File: config.mk
export PLATFORM = sky130hd
export DESIGN_NAME = rx_channel_demux
export DESIGN_NICKNAME = d
export VERILOG_FILES = /design/src/logic/ilkn_rx_pkg.sv /design/src/logic/rx_channel_demux.sv /design/src/logic/word_packer.sv /design/src/logic/channel_filter.sv
export SDC_FILE = /design/constraint.sdc
export NUM_CORES = 2
export LEC_CHECK = 0
export ABC_AREA = 1
export BUFFER_PORTS_ARGS = -buffer_cell sky130_fd_sc_hd__buf_2
export CORE_MARGIN = 2
export CORE_UTILIZATION = 53
export DETAILED_ROUTE_END_ITERATION = 6
export PLACE_DENSITY_LB_ADDON = 0.08
export SLEW_MARGIN = 20
export SYNTH_ARGS = -nofsm -noshare
export SYNTH_HDL_FRONTEND = slang
export SYNTH_SLANG_ARGS = --single-unit
File: constraint.sdc
create_clock -name clk -period 9.7 [get_ports clk]
set_input_delay 0.485 -clock clk [delete_from_list [all_inputs] [get_ports clk]]
set_output_delay 0.485 -clock clk [all_outputs]
set_load 0.01 [all_outputs]
File: src/logic/ilkn_rx_pkg.sv
////////////////////
// shared definitions for the receive channel demultiplexer
// lane word field positions, widths, word types and channel numbers
// imported by every RTL module of the demux
////////////////////

package ilkn_rx_pkg;

	// words presented per clock, slice 3 arrives first
	localparam int NUM_WORDS = 4;
	// 64 payload bits plus the control flag
	localparam int WORD_W = 65;

	////////////////////
	// word format
	////////////////////

	// set on any control word
	localparam int BIT_CTRL = 64;
	// burst control and idle control both carry this one
	localparam int BIT_TYPE1 = 63;
	// only burst control words
	localparam int BIT_TYPE0 = 62;
	// start of packet, meaningful on burst control
	localparam int BIT_SOP = 61;
	// end of packet field, refers to the data before the word
	localparam int EOP_HI = 60;
	localparam int EOP_LO = 57;
	// channel number inside a burst control word
	localparam int CHAN_HI = 39;
	localparam int CHAN_LO = 32;

	////////////////////
	// types
	////////////////////

	typedef logic [WORD_W-1:0] lane_word_t;
	// most significant slice is the first arrival
	typedef lane_word_t [NUM_WORDS-1:0] lane_group_t;
	// 0 to 4 valid words
	typedef logic [2:0] word_count_t;
	typedef logic [CHAN_HI-CHAN_LO:0] chan_id_t;

	// channels pulled out at the top level
	localparam chan_id_t CHAN_A = 8'h01;
	localparam chan_id_t CHAN_B = 8'h02;

endpackage
File: src/logic/rx_channel_demux.sv
////////////////////
// receive channel demux top, channels A and B
// each channel is a filter followed by a page packer
////////////////////

module rx_channel_demux
	import ilkn_rx_pkg::*;
(
	input  logic        clk,
	input  logic        arst,
	input  logic        lanes_valid,
	input  lane_group_t lanes,
	output logic        page_a_valid,
	output lane_group_t page_a,
	output logic        page_b_valid,
	output lane_group_t page_b
);

	// filter to packer, per channel
	word_count_t chan_count_a;
	lane_group_t chan_words_a;
	word_count_t chan_count_b;
	lane_group_t chan_words_b;

	////////////////////
	// channel A
	////////////////////

	channel_filter #(.chan_num(CHAN_A)) u_filter_a (
		.clk         (clk),
		.arst        (arst),
		.lanes_valid (lanes_valid),
		.lanes       (lanes),
		.chan_count  (chan_count_a),
		.chan_words  (chan_words_a)
	);

	word_packer u_packer_a (
		.clk        (clk),
		.arst       (arst),
		.chan_count (chan_count_a),
		.chan_words (chan_words_a),
		.page_valid (page_a_valid),
		.page       (page_a)
	);

	////////////////////
	// channel B
	////////////////////

	channel_filter #(.chan_num(CHAN_B)) u_filter_b (
		.clk         (clk),
		.arst        (arst),
		.lanes_valid (lanes_valid),
		.lanes       (lanes),
		.chan_count  (chan_count_b),
		.chan_words  (chan_words_b)
	);

	word_packer u_packer_b (
		.clk        (clk),
		.arst       (arst),
		.chan_count (chan_count_b),
		.chan_words (chan_words_b),
		.page_valid (page_b_valid),
		.page       (page_b)
	);

endmodule

File: src/logic/word_packer.sv
////////////////////
// packs variable groups of channel words into full four-word pages
// page_valid is a one-cycle strobe, page is valid with it
// up to three leftover words wait for the next group
////////////////////

module word_packer
	import ilkn_rx_pkg::*;
(
	input  logic        clk,
	input  logic        arst,
	input  word_count_t chan_count,
	input  lane_group_t chan_words,
	output logic        page_valid,
	output lane_group_t page
);

	// leftover words in arrival order, hold[0] is the oldest
	lane_word_t  hold [NUM_WORDS-1];
	// leftovers followed by the new words
	lane_word_t  merged [2*NUM_WORDS-1];
	word_count_t fill;
	word_count_t total;
	logic        page_full;

	////////////////////
	// merge
	////////////////////

	always_comb begin
		total = fill + chan_count;
		page_full = (total >= word_count_t'(NUM_WORDS));
	end

	// new word k goes right after the fill leftovers
	// incoming slot 3 is the first arrival
	always_comb begin
		for (int p = 0; p < 2 * NUM_WORDS - 1; p++) begin
			merged[p] = '0;
			for (int h = 0; h < NUM_WORDS - 1; h++) begin
				if (p == h && word_count_t'(h) < fill) begin
					merged[p] = hold[h];
				end
			end
			for (int k = 0; k < NUM_WORDS; k++) begin
				if (p == int'(fill) + k && word_count_t'(k) < chan_count) begin
					merged[p] = chan_words[NUM_WORDS-1-k];
				end
			end
		end
	end

	////////////////////
	// page and leftovers
	////////////////////

	always_ff @(posedge clk or posedge arst) begin
		if (arst) begin
			fill <= '0;
			page_valid <= 1'b0;
		end else begin
			page_valid <= page_full;
			if (page_full) begin
				fill <= total - word_count_t'(NUM_WORDS);
			end else begin
				fill <= total;
			end
		end
	end

	// oldest four words form the page, overflow moves down to hold
	always_ff @(posedge clk) begin
		if (page_full) begin
			for (int k = 0; k < NUM_WORDS; k++) begin
				page[NUM_WORDS-1-k] <= merged[k];
			end
		end
		for (int h = 0; h < NUM_WORDS - 1; h++) begin
			if (page_full) begin
				hold[h] <= merged[h+NUM_WORDS];
			end else begin
				hold[h] <= merged[h];
			end
		end
	end

	////////////////////
	// checks
	////////////////////

	// a full page always leaves, so at most three words wait
	a_fill_max : assert property (@(posedge clk) disable iff (arst)
		fill <= word_count_t'(NUM_WORDS - 1))
		else $error("packer fill %0d above %0d", fill, NUM_WORDS - 1);

endmodule

File: src/logic/channel_filter.sv
////////////////////
// pulls one channel out of the four-word lane stream
// six register stages, chan_words and chan_count follow lanes by 6 clocks
// owned words come out compacted toward slot 3 in arrival order
////////////////////

module channel_filter
	import ilkn_rx_pkg::*;
#(
	parameter chan_id_t chan_num = CHAN_A
) (
	input  logic        clk,
	input  logic        arst,
	input  logic        lanes_valid,
	input  lane_group_t lanes,
	output word_count_t chan_count,
	output lane_group_t chan_words
);

	////////////////////
	// stage 1 input capture
	////////////////////

	logic        valid_s1;
	lane_group_t words_s1;

	always_ff @(posedge clk or posedge arst) begin
		if (arst) begin
			valid_s1 <= 1'b0;
		end else begin
			valid_s1 <= lanes_valid;
		end
	end

	always_ff @(posedge clk) begin
		words_s1 <= lanes;
	end

	////////////////////
	// stage 2 start and stop marks
	////////////////////

	logic [NUM_WORDS-1:0] is_burst;
	logic [NUM_WORDS-1:0] has_eop;
	logic [NUM_WORDS-1:0] chan_hit;
	logic [NUM_WORDS-1:0] start_s2;
	logic [NUM_WORDS-1:0] stop_s2;
	logic                 valid_s2;
	lane_group_t          words_s2;

	// only burst control has a valid channel field
	// burst and idle control both close the previous data
	always_comb begin
		for (int i = 0; i < NUM_WORDS; i++) begin
			is_burst[i] = words_s1[i][BIT_CTRL] & words_s1[i][BIT_TYPE1] &
				words_s1[i][BIT_TYPE0];
			has_eop[i] = words_s1[i][BIT_CTRL] & words_s1[i][BIT_TYPE1];
			chan_hit[i] = (words_s1[i][CHAN_HI:CHAN_LO] == chan_num);
		end
	end

	// a burst word restarting our own channel is not a stop
	always_ff @(posedge clk or posedge arst) begin
		if (arst) begin
			start_s2 <= '0;
			stop_s2 <= '0;
			valid_s2 <= 1'b0;
		end else begin
			start_s2 <= is_burst & chan_hit;
			stop_s2 <= has_eop & ~(is_burst & chan_hit);
			valid_s2 <= valid_s1;
		end
	end

	always_ff @(posedge clk) begin
		words_s2 <= words_s1;
	end

	////////////////////
	// stage 3 ownership chain
	////////////////////

	logic [NUM_WORDS-1:0] own_c;
	logic [NUM_WORDS-1:0] own_s3;
	logic                 carry;
	// ownership after the last valid group, and the value before it
	logic                 held;
	logic                 prev_held;
	lane_group_t          words_sop;
	lane_group_t          words_s3;

	// walk in arrival order, slot 3 first
	always_comb begin
		carry = held;
		for (int i = NUM_WORDS - 1; i >= 0; i--) begin
			own_c[i] = start_s2[i] | (carry & ~stop_s2[i]);
			carry = own_c[i];
		end
	end

	// sop on a stop word belongs to some other channel
	always_comb begin
		for (int i = 0; i < NUM_WORDS; i++) begin
			words_sop[i] = words_s2[i];
			if (stop_s2[i]) begin
				words_sop[i][BIT_SOP] = 1'b0;
			end
		end
	end

	// invalid groups own nothing and leave the held state alone
	always_ff @(posedge clk or posedge arst) begin
		if (arst) begin
			own_s3 <= '0;
			held <= 1'b0;
			prev_held <= 1'b0;
		end else begin
			own_s3 <= own_c & {NUM_WORDS{valid_s2}};
			if (valid_s2) begin
				held <= carry;
				prev_held <= held;
			end
		end
	end

	always_ff @(posedge clk) begin
		words_s3 <= words_sop;
	end

	////////////////////
	// stage 4 eop mask and counts
	////////////////////

	logic [NUM_WORDS-1:0] first_c;
	logic [NUM_WORDS-1:0] own_s4;
	word_count_t          pop_c;
	word_count_t          before_c [NUM_WORDS];
	word_count_t          before_s4 [NUM_WORDS];
	word_count_t          count_s4;
	lane_group_t          words_eop;
	lane_group_t          words_s4;

	// first owned word after a gap, slot 3 looks back across groups
	always_comb begin
		first_c[NUM_WORDS-1] = own_s3[NUM_WORDS-1] & ~prev_held;
		for (int i = 0; i < NUM_WORDS - 1; i++) begin
			first_c[i] = own_s3[i] & ~own_s3[i+1];
		end
	end

	// eop on a burst start refers to data before the burst
	always_comb begin
		for (int i = 0; i < NUM_WORDS; i++) begin
			words_eop[i] = words_s3[i];
			if (first_c[i]) begin
				words_eop[i][EOP_HI:EOP_LO] = '0;
			end
		end
	end

	// population count, and per slot the number of owned words ahead of it
	always_comb begin
		pop_c = '0;
		for (int i = NUM_WORDS - 1; i >= 0; i--) begin
			before_c[i] = pop_c;
			pop_c = pop_c + word_count_t'(own_s3[i]);
		end
	end

	always_ff @(posedge clk or posedge arst) begin
		if (arst) begin
			own_s4 <= '0;
			count_s4 <= '0;
			before_s4 <= '{default: '0};
		end else begin
			own_s4 <= own_s3;
			count_s4 <= pop_c;
			before_s4 <= before_c;
		end
	end

	always_ff @(posedge clk) begin
		words_s4 <= words_eop;
	end

	////////////////////
	// stage 5 compaction
	////////////////////

	lane_group_t sel_c;
	lane_group_t words_s5;
	word_count_t count_s5;

	// output position k takes the owned word with k owned words ahead
	// positions with no such word keep junk, cleared in stage 6
	always_comb begin
		for (int k = 0; k < NUM_WORDS; k++) begin
			sel_c[NUM_WORDS-1-k] = words_s4[NUM_WORDS-1-k];
			for (int i = 0; i < NUM_WORDS; i++) begin
				if (own_s4[i] && before_s4[i] == word_count_t'(k)) begin
					sel_c[NUM_WORDS-1-k] = words_s4[i];
				end
			end
		end
	end

	always_ff @(posedge clk or posedge arst) begin
		if (arst) begin
			count_s5 <= '0;
		end else begin
			count_s5 <= count_s4;
		end
	end

	always_ff @(posedge clk) begin
		words_s5 <= sel_c;
	end

	////////////////////
	// stage 6 output
	////////////////////

	lane_group_t keep_c;

	// top count slots survive, the rest go to zero
	always_comb begin
		for (int j = 0; j < NUM_WORDS; j++) begin
			if (word_count_t'(NUM_WORDS - 1 - j) < count_s5) begin
				keep_c[j] = words_s5[j];
			end else begin
				keep_c[j] = '0;
			end
		end
	end

	always_ff @(posedge clk or posedge arst) begin
		if (arst) begin
			chan_count <= '0;
		end else begin
			chan_count <= count_s5;
		end
	end

	always_ff @(posedge clk) begin
		chan_words <= keep_c;
	end

	////////////////////
	// checks
	////////////////////

	for (genvar g = 0; g < NUM_WORDS; g++) begin : g_chk
		// a stop seen in stage 2 lands in stage 3 as a control word
		a_stop_ctrl : assert property (@(posedge clk) disable iff (arst)
			$past(stop_s2[g]) |-> words_s3[g][BIT_CTRL])
			else $error("stop word in slot %0d is not a control word", g);

		// ownership can only begin on a burst control word
		a_first_ctrl : assert property (@(posedge clk) disable iff (arst)
			first_c[g] |-> words_s3[g][BIT_CTRL])
			else $error("first owned word in slot %0d is not a control word", g);
	end

	a_count_max : assert property (@(posedge clk) disable iff (arst)
		chan_count <= word_count_t'(NUM_WORDS))
		else $error("chan_count %0d above %0d", chan_count, NUM_WORDS);

endmodule

Yosys cells after proc, flatten, opt, wreduce, memory -nomap -nowiden
Memories as Yosys holds them, arrays and structs flattened. Index checks and enable logic that the tools add are counted. Widths: inputs -> output; s select.

Add/sub/neg operators: 16. Reduce and logical (&&, ||, !) cells: 88. Mux-type cells: 96. Magnitude comparators: 24. Divide/modulo/power cells: 0. Equal/unequal tests: 66. Shift operators: 0. Bitwise gates (word level): 62. $mul: 0.

Operators with widths (number): $mux 65 (88); $eq 4x32->1 const A (18); $eq 3x32->1 const A (12); $logic_not 32->1 (8); $eq 2x32->1 const A (6); $logic_and 1x1->1 (74); $lt 1x3->1 const A (12); $eq 8x1->1 const B (4); $eq 8x2->1 const B (4); $lt 2x3->1 const A (10); $and 1x1->1 (24); $and 4x4->4 (6); $eq 3x3->1 const A (8); $eq 3x2->1 const B (6); $logic_not 3->1 (6); $add 3x2->4 const B (4); $not 1->1 (16); $or 1x1->1 (14); $add 3x1->3 (4); $eq 2x3->1 const A (4); $eq 3x1->1 const B (4); $add 3x1->4 const B (2); $not 4->4 (2); $add 3x3->3 (2); 5 further kinds (14).

Bits in read-only memories: 0. Memories kept: 2. Register bits after elaboration: 2942. Latch bits: 0. Input bits: 263. Memory bits (writable): 390.

Memories: u_packer_a.hold (words 3, width 65, rd ports 3, clocked after Yosys merged registers in 0, wr ports 3, line word_packer.sv:19) `lane_word_t hold [NUM_WORDS-1];`; u_packer_b.hold (words 3, width 65, rd ports 3, clocked after Yosys merged registers in 0, wr ports 3, line word_packer.sv:19).

Longest topological paths before layout
Word-level depth: 10. Gate-level depth with buffers: 10. Depth with buffers taken out: 9.

By module
Synthesis repeated with hierarchy kept, for this count alone.

Cells, all modules: 18571. Area, all modules: 150030.1 µm².

Modules (own cells, without submodules): channel_filter (cells an instance 3503, area each 40583.9 µm², seq. area each 32080.8 µm², times used 2); word_packer (u_packer_b) (cells an instance 5864, area each 34613.2 µm², seq. area each 11811.3 µm², times used 1); word_packer (u_packer_a) (cells an instance 5701, area each 34249.1 µm², seq. area each 11811.3 µm², times used 1).

Least setup slack after synthesis
Ideal clock, no wire load.

Path type: register -> register. Start: reg u_packer_b.fill[0]. End: reg u_packer_b.page_valid. Period minus slack after synthesis: 9.677 ns. Cell stages (with the launch flop): 8. Library setup time: 0.916 ns. Data required time: 8.784 ns. Path buffers: 2. Slack: 0.023 ns. Arrival time: 8.762 ns. Cells stage by stage: dfrtp_1 > ha_1 > inv_1 > fa_1 > xor2_2 > inv_2 > clkbuf_1 > clkbuf_1.

Cells in the longest elaborated chain, start to end: 2.

RTL lines: from (decl) (line word_packer.sv:22) `word_count_t fill;`; from (signal assigned) (line word_packer.sv:64) `fill <= total - word_count_t'(NUM_WORDS);`; from (signal assigned) (line word_packer.sv:66) `fill <= total;`; $add 3x3->3 (line word_packer.sv:31) `total = fill + chan_count;`; $ge 3x3->1 (line word_packer.sv:32) `page_full = (total >= word_count_t'(NUM_WORDS));`; net u_packer_b.page_full (line word_packer.sv:24) `logic page_full;`; to (signal assigned) (line word_packer.sv:62) `page_valid <= page_full;`; to (decl) (line word_packer.sv:14) `output logic page_valid,`.

The timed path passes the listed nets, and every way through them passes these cells. A chain may end at the register's enable or synchronous reset.

==> metrics.cfg <==
[run_status]
outcome = finished, final reports clean

[cells_and_area]
final_area_mm2 = 0.122
area_of_the_multi_input_gates_mm2 = 0.0295
layout-drive-gt1-share_pct = 12.0
signed_area_change_from_the_synthesized_netlist_to_the_final_layout_pct = 18.8
final_net_count = 12500
ff_latch_area_mm2 = 0.0674
num-fill-cells = 15700
layout.core_utilization_pct = 63.5

[synthesis]
synth.area.top_cells = dfxtp_1 (48%), edfxtp_1 (15%), nand2_1 (13%), inv_1 (3.9%), o21ai_0 (3.7%)
synth_nets = 11700
most_used_flip_flop_cell_after_synthesis = dfxtp_1
syn_area_mm2 = 0.103
synth_warnings = 0
avgSynthCellArea_um2 = 9.04
yosysUniqueCellTypes = 31
synth_seq_cells = 3086
yosysSeqAreaShare_pct = 65.4
synth_enable_flop_cells = 520
syn-instance-count = 11400
synth.top_cell.area_share_pct = 48.5
synthArstFlopShare_pct = 2.33
synth_top_cell_by_area = dfxtp_1

[clock_tree]
post_cts.repair.setup_buffers = 0
clock_latency_ns = 0.96
clock_tree.root_cell = clkbuf_16
cts_buffer_depth = 4
cts.sink_count = 3086
cts_clock_pin_slew_for_the_worst_setup_and_hold_paths_ns = 0.07
cts_resized = 0
cts_made_buffers = 318
cts_hold_repair.buffers = 262
htree_num_levels = 5
cts_tree = yes

[timing]
timing.clock.skew_ns = 0.0537
fin_crit_sh_pct = 50.3
timing_worst_slew_pin_value_ns = 1.30
fmax_mhz = 205
finalHoldViolations = 0
setup_total_negative_slack_ns = 0
min_period_ns = 4.88
setup_viol = 0
slew_viol_final = 0
unrepaired_setup_endpoints_after_global_routing = false
hold_ws_ns = 0.0505
slew_headroom_pct = 12.3

[floorplan]
placeableCoreArea_mm2 = 0.193
dieWidth_um = 445
die-height_um = 445
initial_utilization_pct = 53.5
ios = 785
num_rows = 161
die_area_mm2 = 0.198

[routing]
num_vias = 86100
route.antenna.remaining_nets = 0
detail_route.drc_violations = 0
drt-wirelength-per-cell_um = 27.8
met3RoutedLength_um = 45000
vias_per_cell = 5.73
drt_wl_total_um = 418000
wl_met2_um = 178000
routed.top_layer = met5
wl_met1_um = 157000
drt_iter0_markers = 11900
length_of_the_first_detailed_routing_pass_in_iterations = 7

[placement]
gp_congestion = 0.994
dpl.hpwl_um = 280000
port_buffers = 784
place_area_mm2 = 0.109

[global_route]
grt_antenna_before_repair = 43
grt_start_max_net_pins = 191
global_route.overflow_total = 0
track_usage_pct = 41.1
grt_pass1_wl_um = 582000
via_count_of_the_first_global_routing_pass = 79900

[worst_setup_path]
timing.critical_path.from_type = register
crit_fanout = 190
cp.arrival_ns = 5.75
kind_of_critical_path = reg2reg
reg2reg_depth = 8
crit_path_end_kind = register
required_ns = 10.57
crit-reg2reg-launch = u_packer_a.fill[1]
regToRegEndpoint = u_packer_a.hold[1][29]
timing.reg2reg.setup_slack_ns = 4.82

[pwr]
power.density_mw_per_mm2 = 219
static-leakage-power_uw = 0.0513
vdd_drop_max_mv = 0.180

[flow_run]
max_cap_viol_count = 0

[min_path]
worstHoldPathType = in2async

[per-stage QoR]
| stage | instances | total power [uW] | worst slack [ns] |
|---|---|---|---|
| finish | 15000 | 26800 | 4.82 |
| global route | 15000 | 27400 | 4.88 |
| CTS | 15000 | 26800 | 5.17 |
| detailed placement | 14200 | 14400 | 5.19 |
| global placement | 14200 | 14400 | 5.25 |
| floorplan | 11400 | 14000 | 0.0229 |
[logic make-up after synthesis]
logic type	after synthesis	synth area share [%]
AOI/OAI and AO/OA	1412	7.65
xor gates and xnor gates	2	0.0243
adders and majority gates	18	0.262
buffers and inverters	1735	6.45
and+or+nand+nor	5147	20.3
DFF	3086	65.4
[state kept, by name, summed over array words and instances (netlist names), 4 cells and up]
| signal | cells |
|---|---|
| u_filter_a.chan_words | 260 |
| u_filter_a.words_s4 | 260 |
| u_filter_a.words_s5 | 260 |
| u_filter_b.chan_words | 260 |
| u_filter_b.words_s1 | 260 |
| u_filter_b.words_s2 | 260 |
| u_filter_b.words_s5 | 260 |
| u_packer_a.page | 260 |
| u_packer_b.page | 260 |
| u_filter_a.words_eop | 244 |
| u_packer_a.hold | 195 |
| u_packer_b.hold | 195 |
| u_filter_b.words_s4 | 20 |
| u_filter_a.words_s3 | 16 |
| u_filter_a.before_s4 | 6 |
| u_filter_b.before_s4 | 6 |
| u_filter_a.own_s3 | 4 |
| u_filter_a.start_s2 | 4 |
| u_filter_a.stop_s2 | 4 |
| u_filter_b.own_s3 | 4 |
| u_filter_b.start_s2 | 4 |
| u_filter_b.stop_s2 | 4 |
| u_filter_b.words_eop | 4 |
[cell type report]
| class | count | area share (%) |
|---|---|---|
| multi-input cells | 6579 | 24.1 |
| inverters | 1073 | 3.31 |
| well taps | 2526 | 2.58 |
| clock buffers | 431 | 7.57 |
| flip-flops and latches | 3086 | 55.0 |
| clock inverters | 128 | 1.20 |
| repair buffers | 1161 | 6.12 |
| diodes | 46 | 0.0940 |
[worst max-delay path by stage]
stage / endpoint / start / cells past startpoint
after floorplan: u_packer_b.page_valid / u_packer_b.fill[0] / 7
after global placement: u_packer_a.hold[1][29] / u_packer_a.fill[1] / 7
after detailed placement: u_packer_a.hold[1][29] / u_packer_a.fill[1] / 8
after CTS: u_packer_a.hold[1][29] / u_packer_a.fill[1] / 8
after global routing: u_packer_a.hold[1][26] / u_packer_a.fill[1] / 8
final: u_packer_a.hold[1][29] / u_packer_a.fill[1] / 8
[metal layers]
layer,vias up,global-route usage [%]
met5,-,0
met2,5907,61.1
met4,14,30.6
li1,38100,-
met3,1322,8.99
met1,40800,52.7
[layout by cell type (no fill, tap or decap), types with 5 or more instances in the layout]
cell / count
dfrtp_4: 9
nor4_1: 8
nand2_4: 7
clkinv_4: 12
buf_12: 5
fa_1: 6
a21oi_1: 317
dfxtp_1: 2494
clkbuf_1: 43
nand4_1: 262
o2111ai_1: 112
diode_2: 46
clkbuf_16: 337
o21a_1: 90
nand3_4: 6
o22ai_1: 18
nor2_1: 570
inv_4: 7
edfxtp_1: 520
buf_2: 784
o21ai_1: 50
buf_4: 109
clkinvlp_4: 10
nand2_2: 5
bufinv_16: 27
o211ai_1: 57
inv_2: 5
clkinv_2: 68
nand3_1: 657
nor2_4: 25
dfrtp_1: 62
ha_1: 12
o21ai_0: 760
inv_1: 1058
dlygate4sd3_1: 262
clkbuf_8: 47
nand2_1: 3593
[worst max-delay path, cell delays in order, from the launching register on]
cell,delay [ns]
dfrtp_2,0.70
inv_1,0.22
fa_1,0.53
xor2_4,0.91
buf_4,0.69
inv_8,0.39
buf_12,0.44
nand3_1,0.31
o21a_1,0.15
[cell usage after synthesis (6+ instances only)]
cell type and n:
a21oi_1 321, buf_1 71, buf_2 110, clkbuf_1 481, dfrtp_1 72, dfxtp_1 2494
edfxtp_1 520, fa_1 6, ha_1 12, inv_1 1070, nand2_1 3605, nand3_1 663
nand4_1 262, nor2_1 592, nor3_1 7, nor4_1 8, o2111ai_1 112, o211ai_1 57
o21a_1 90, o21ai_0 767, o21ai_1 45, o22ai_1 18
[where the power goes]
group,internal (uW),switching [uW]
combinational,208,406
clock,7430,5070
sequential,13300,304
total,21000,5780
Power figures use the tool's default switching activity.
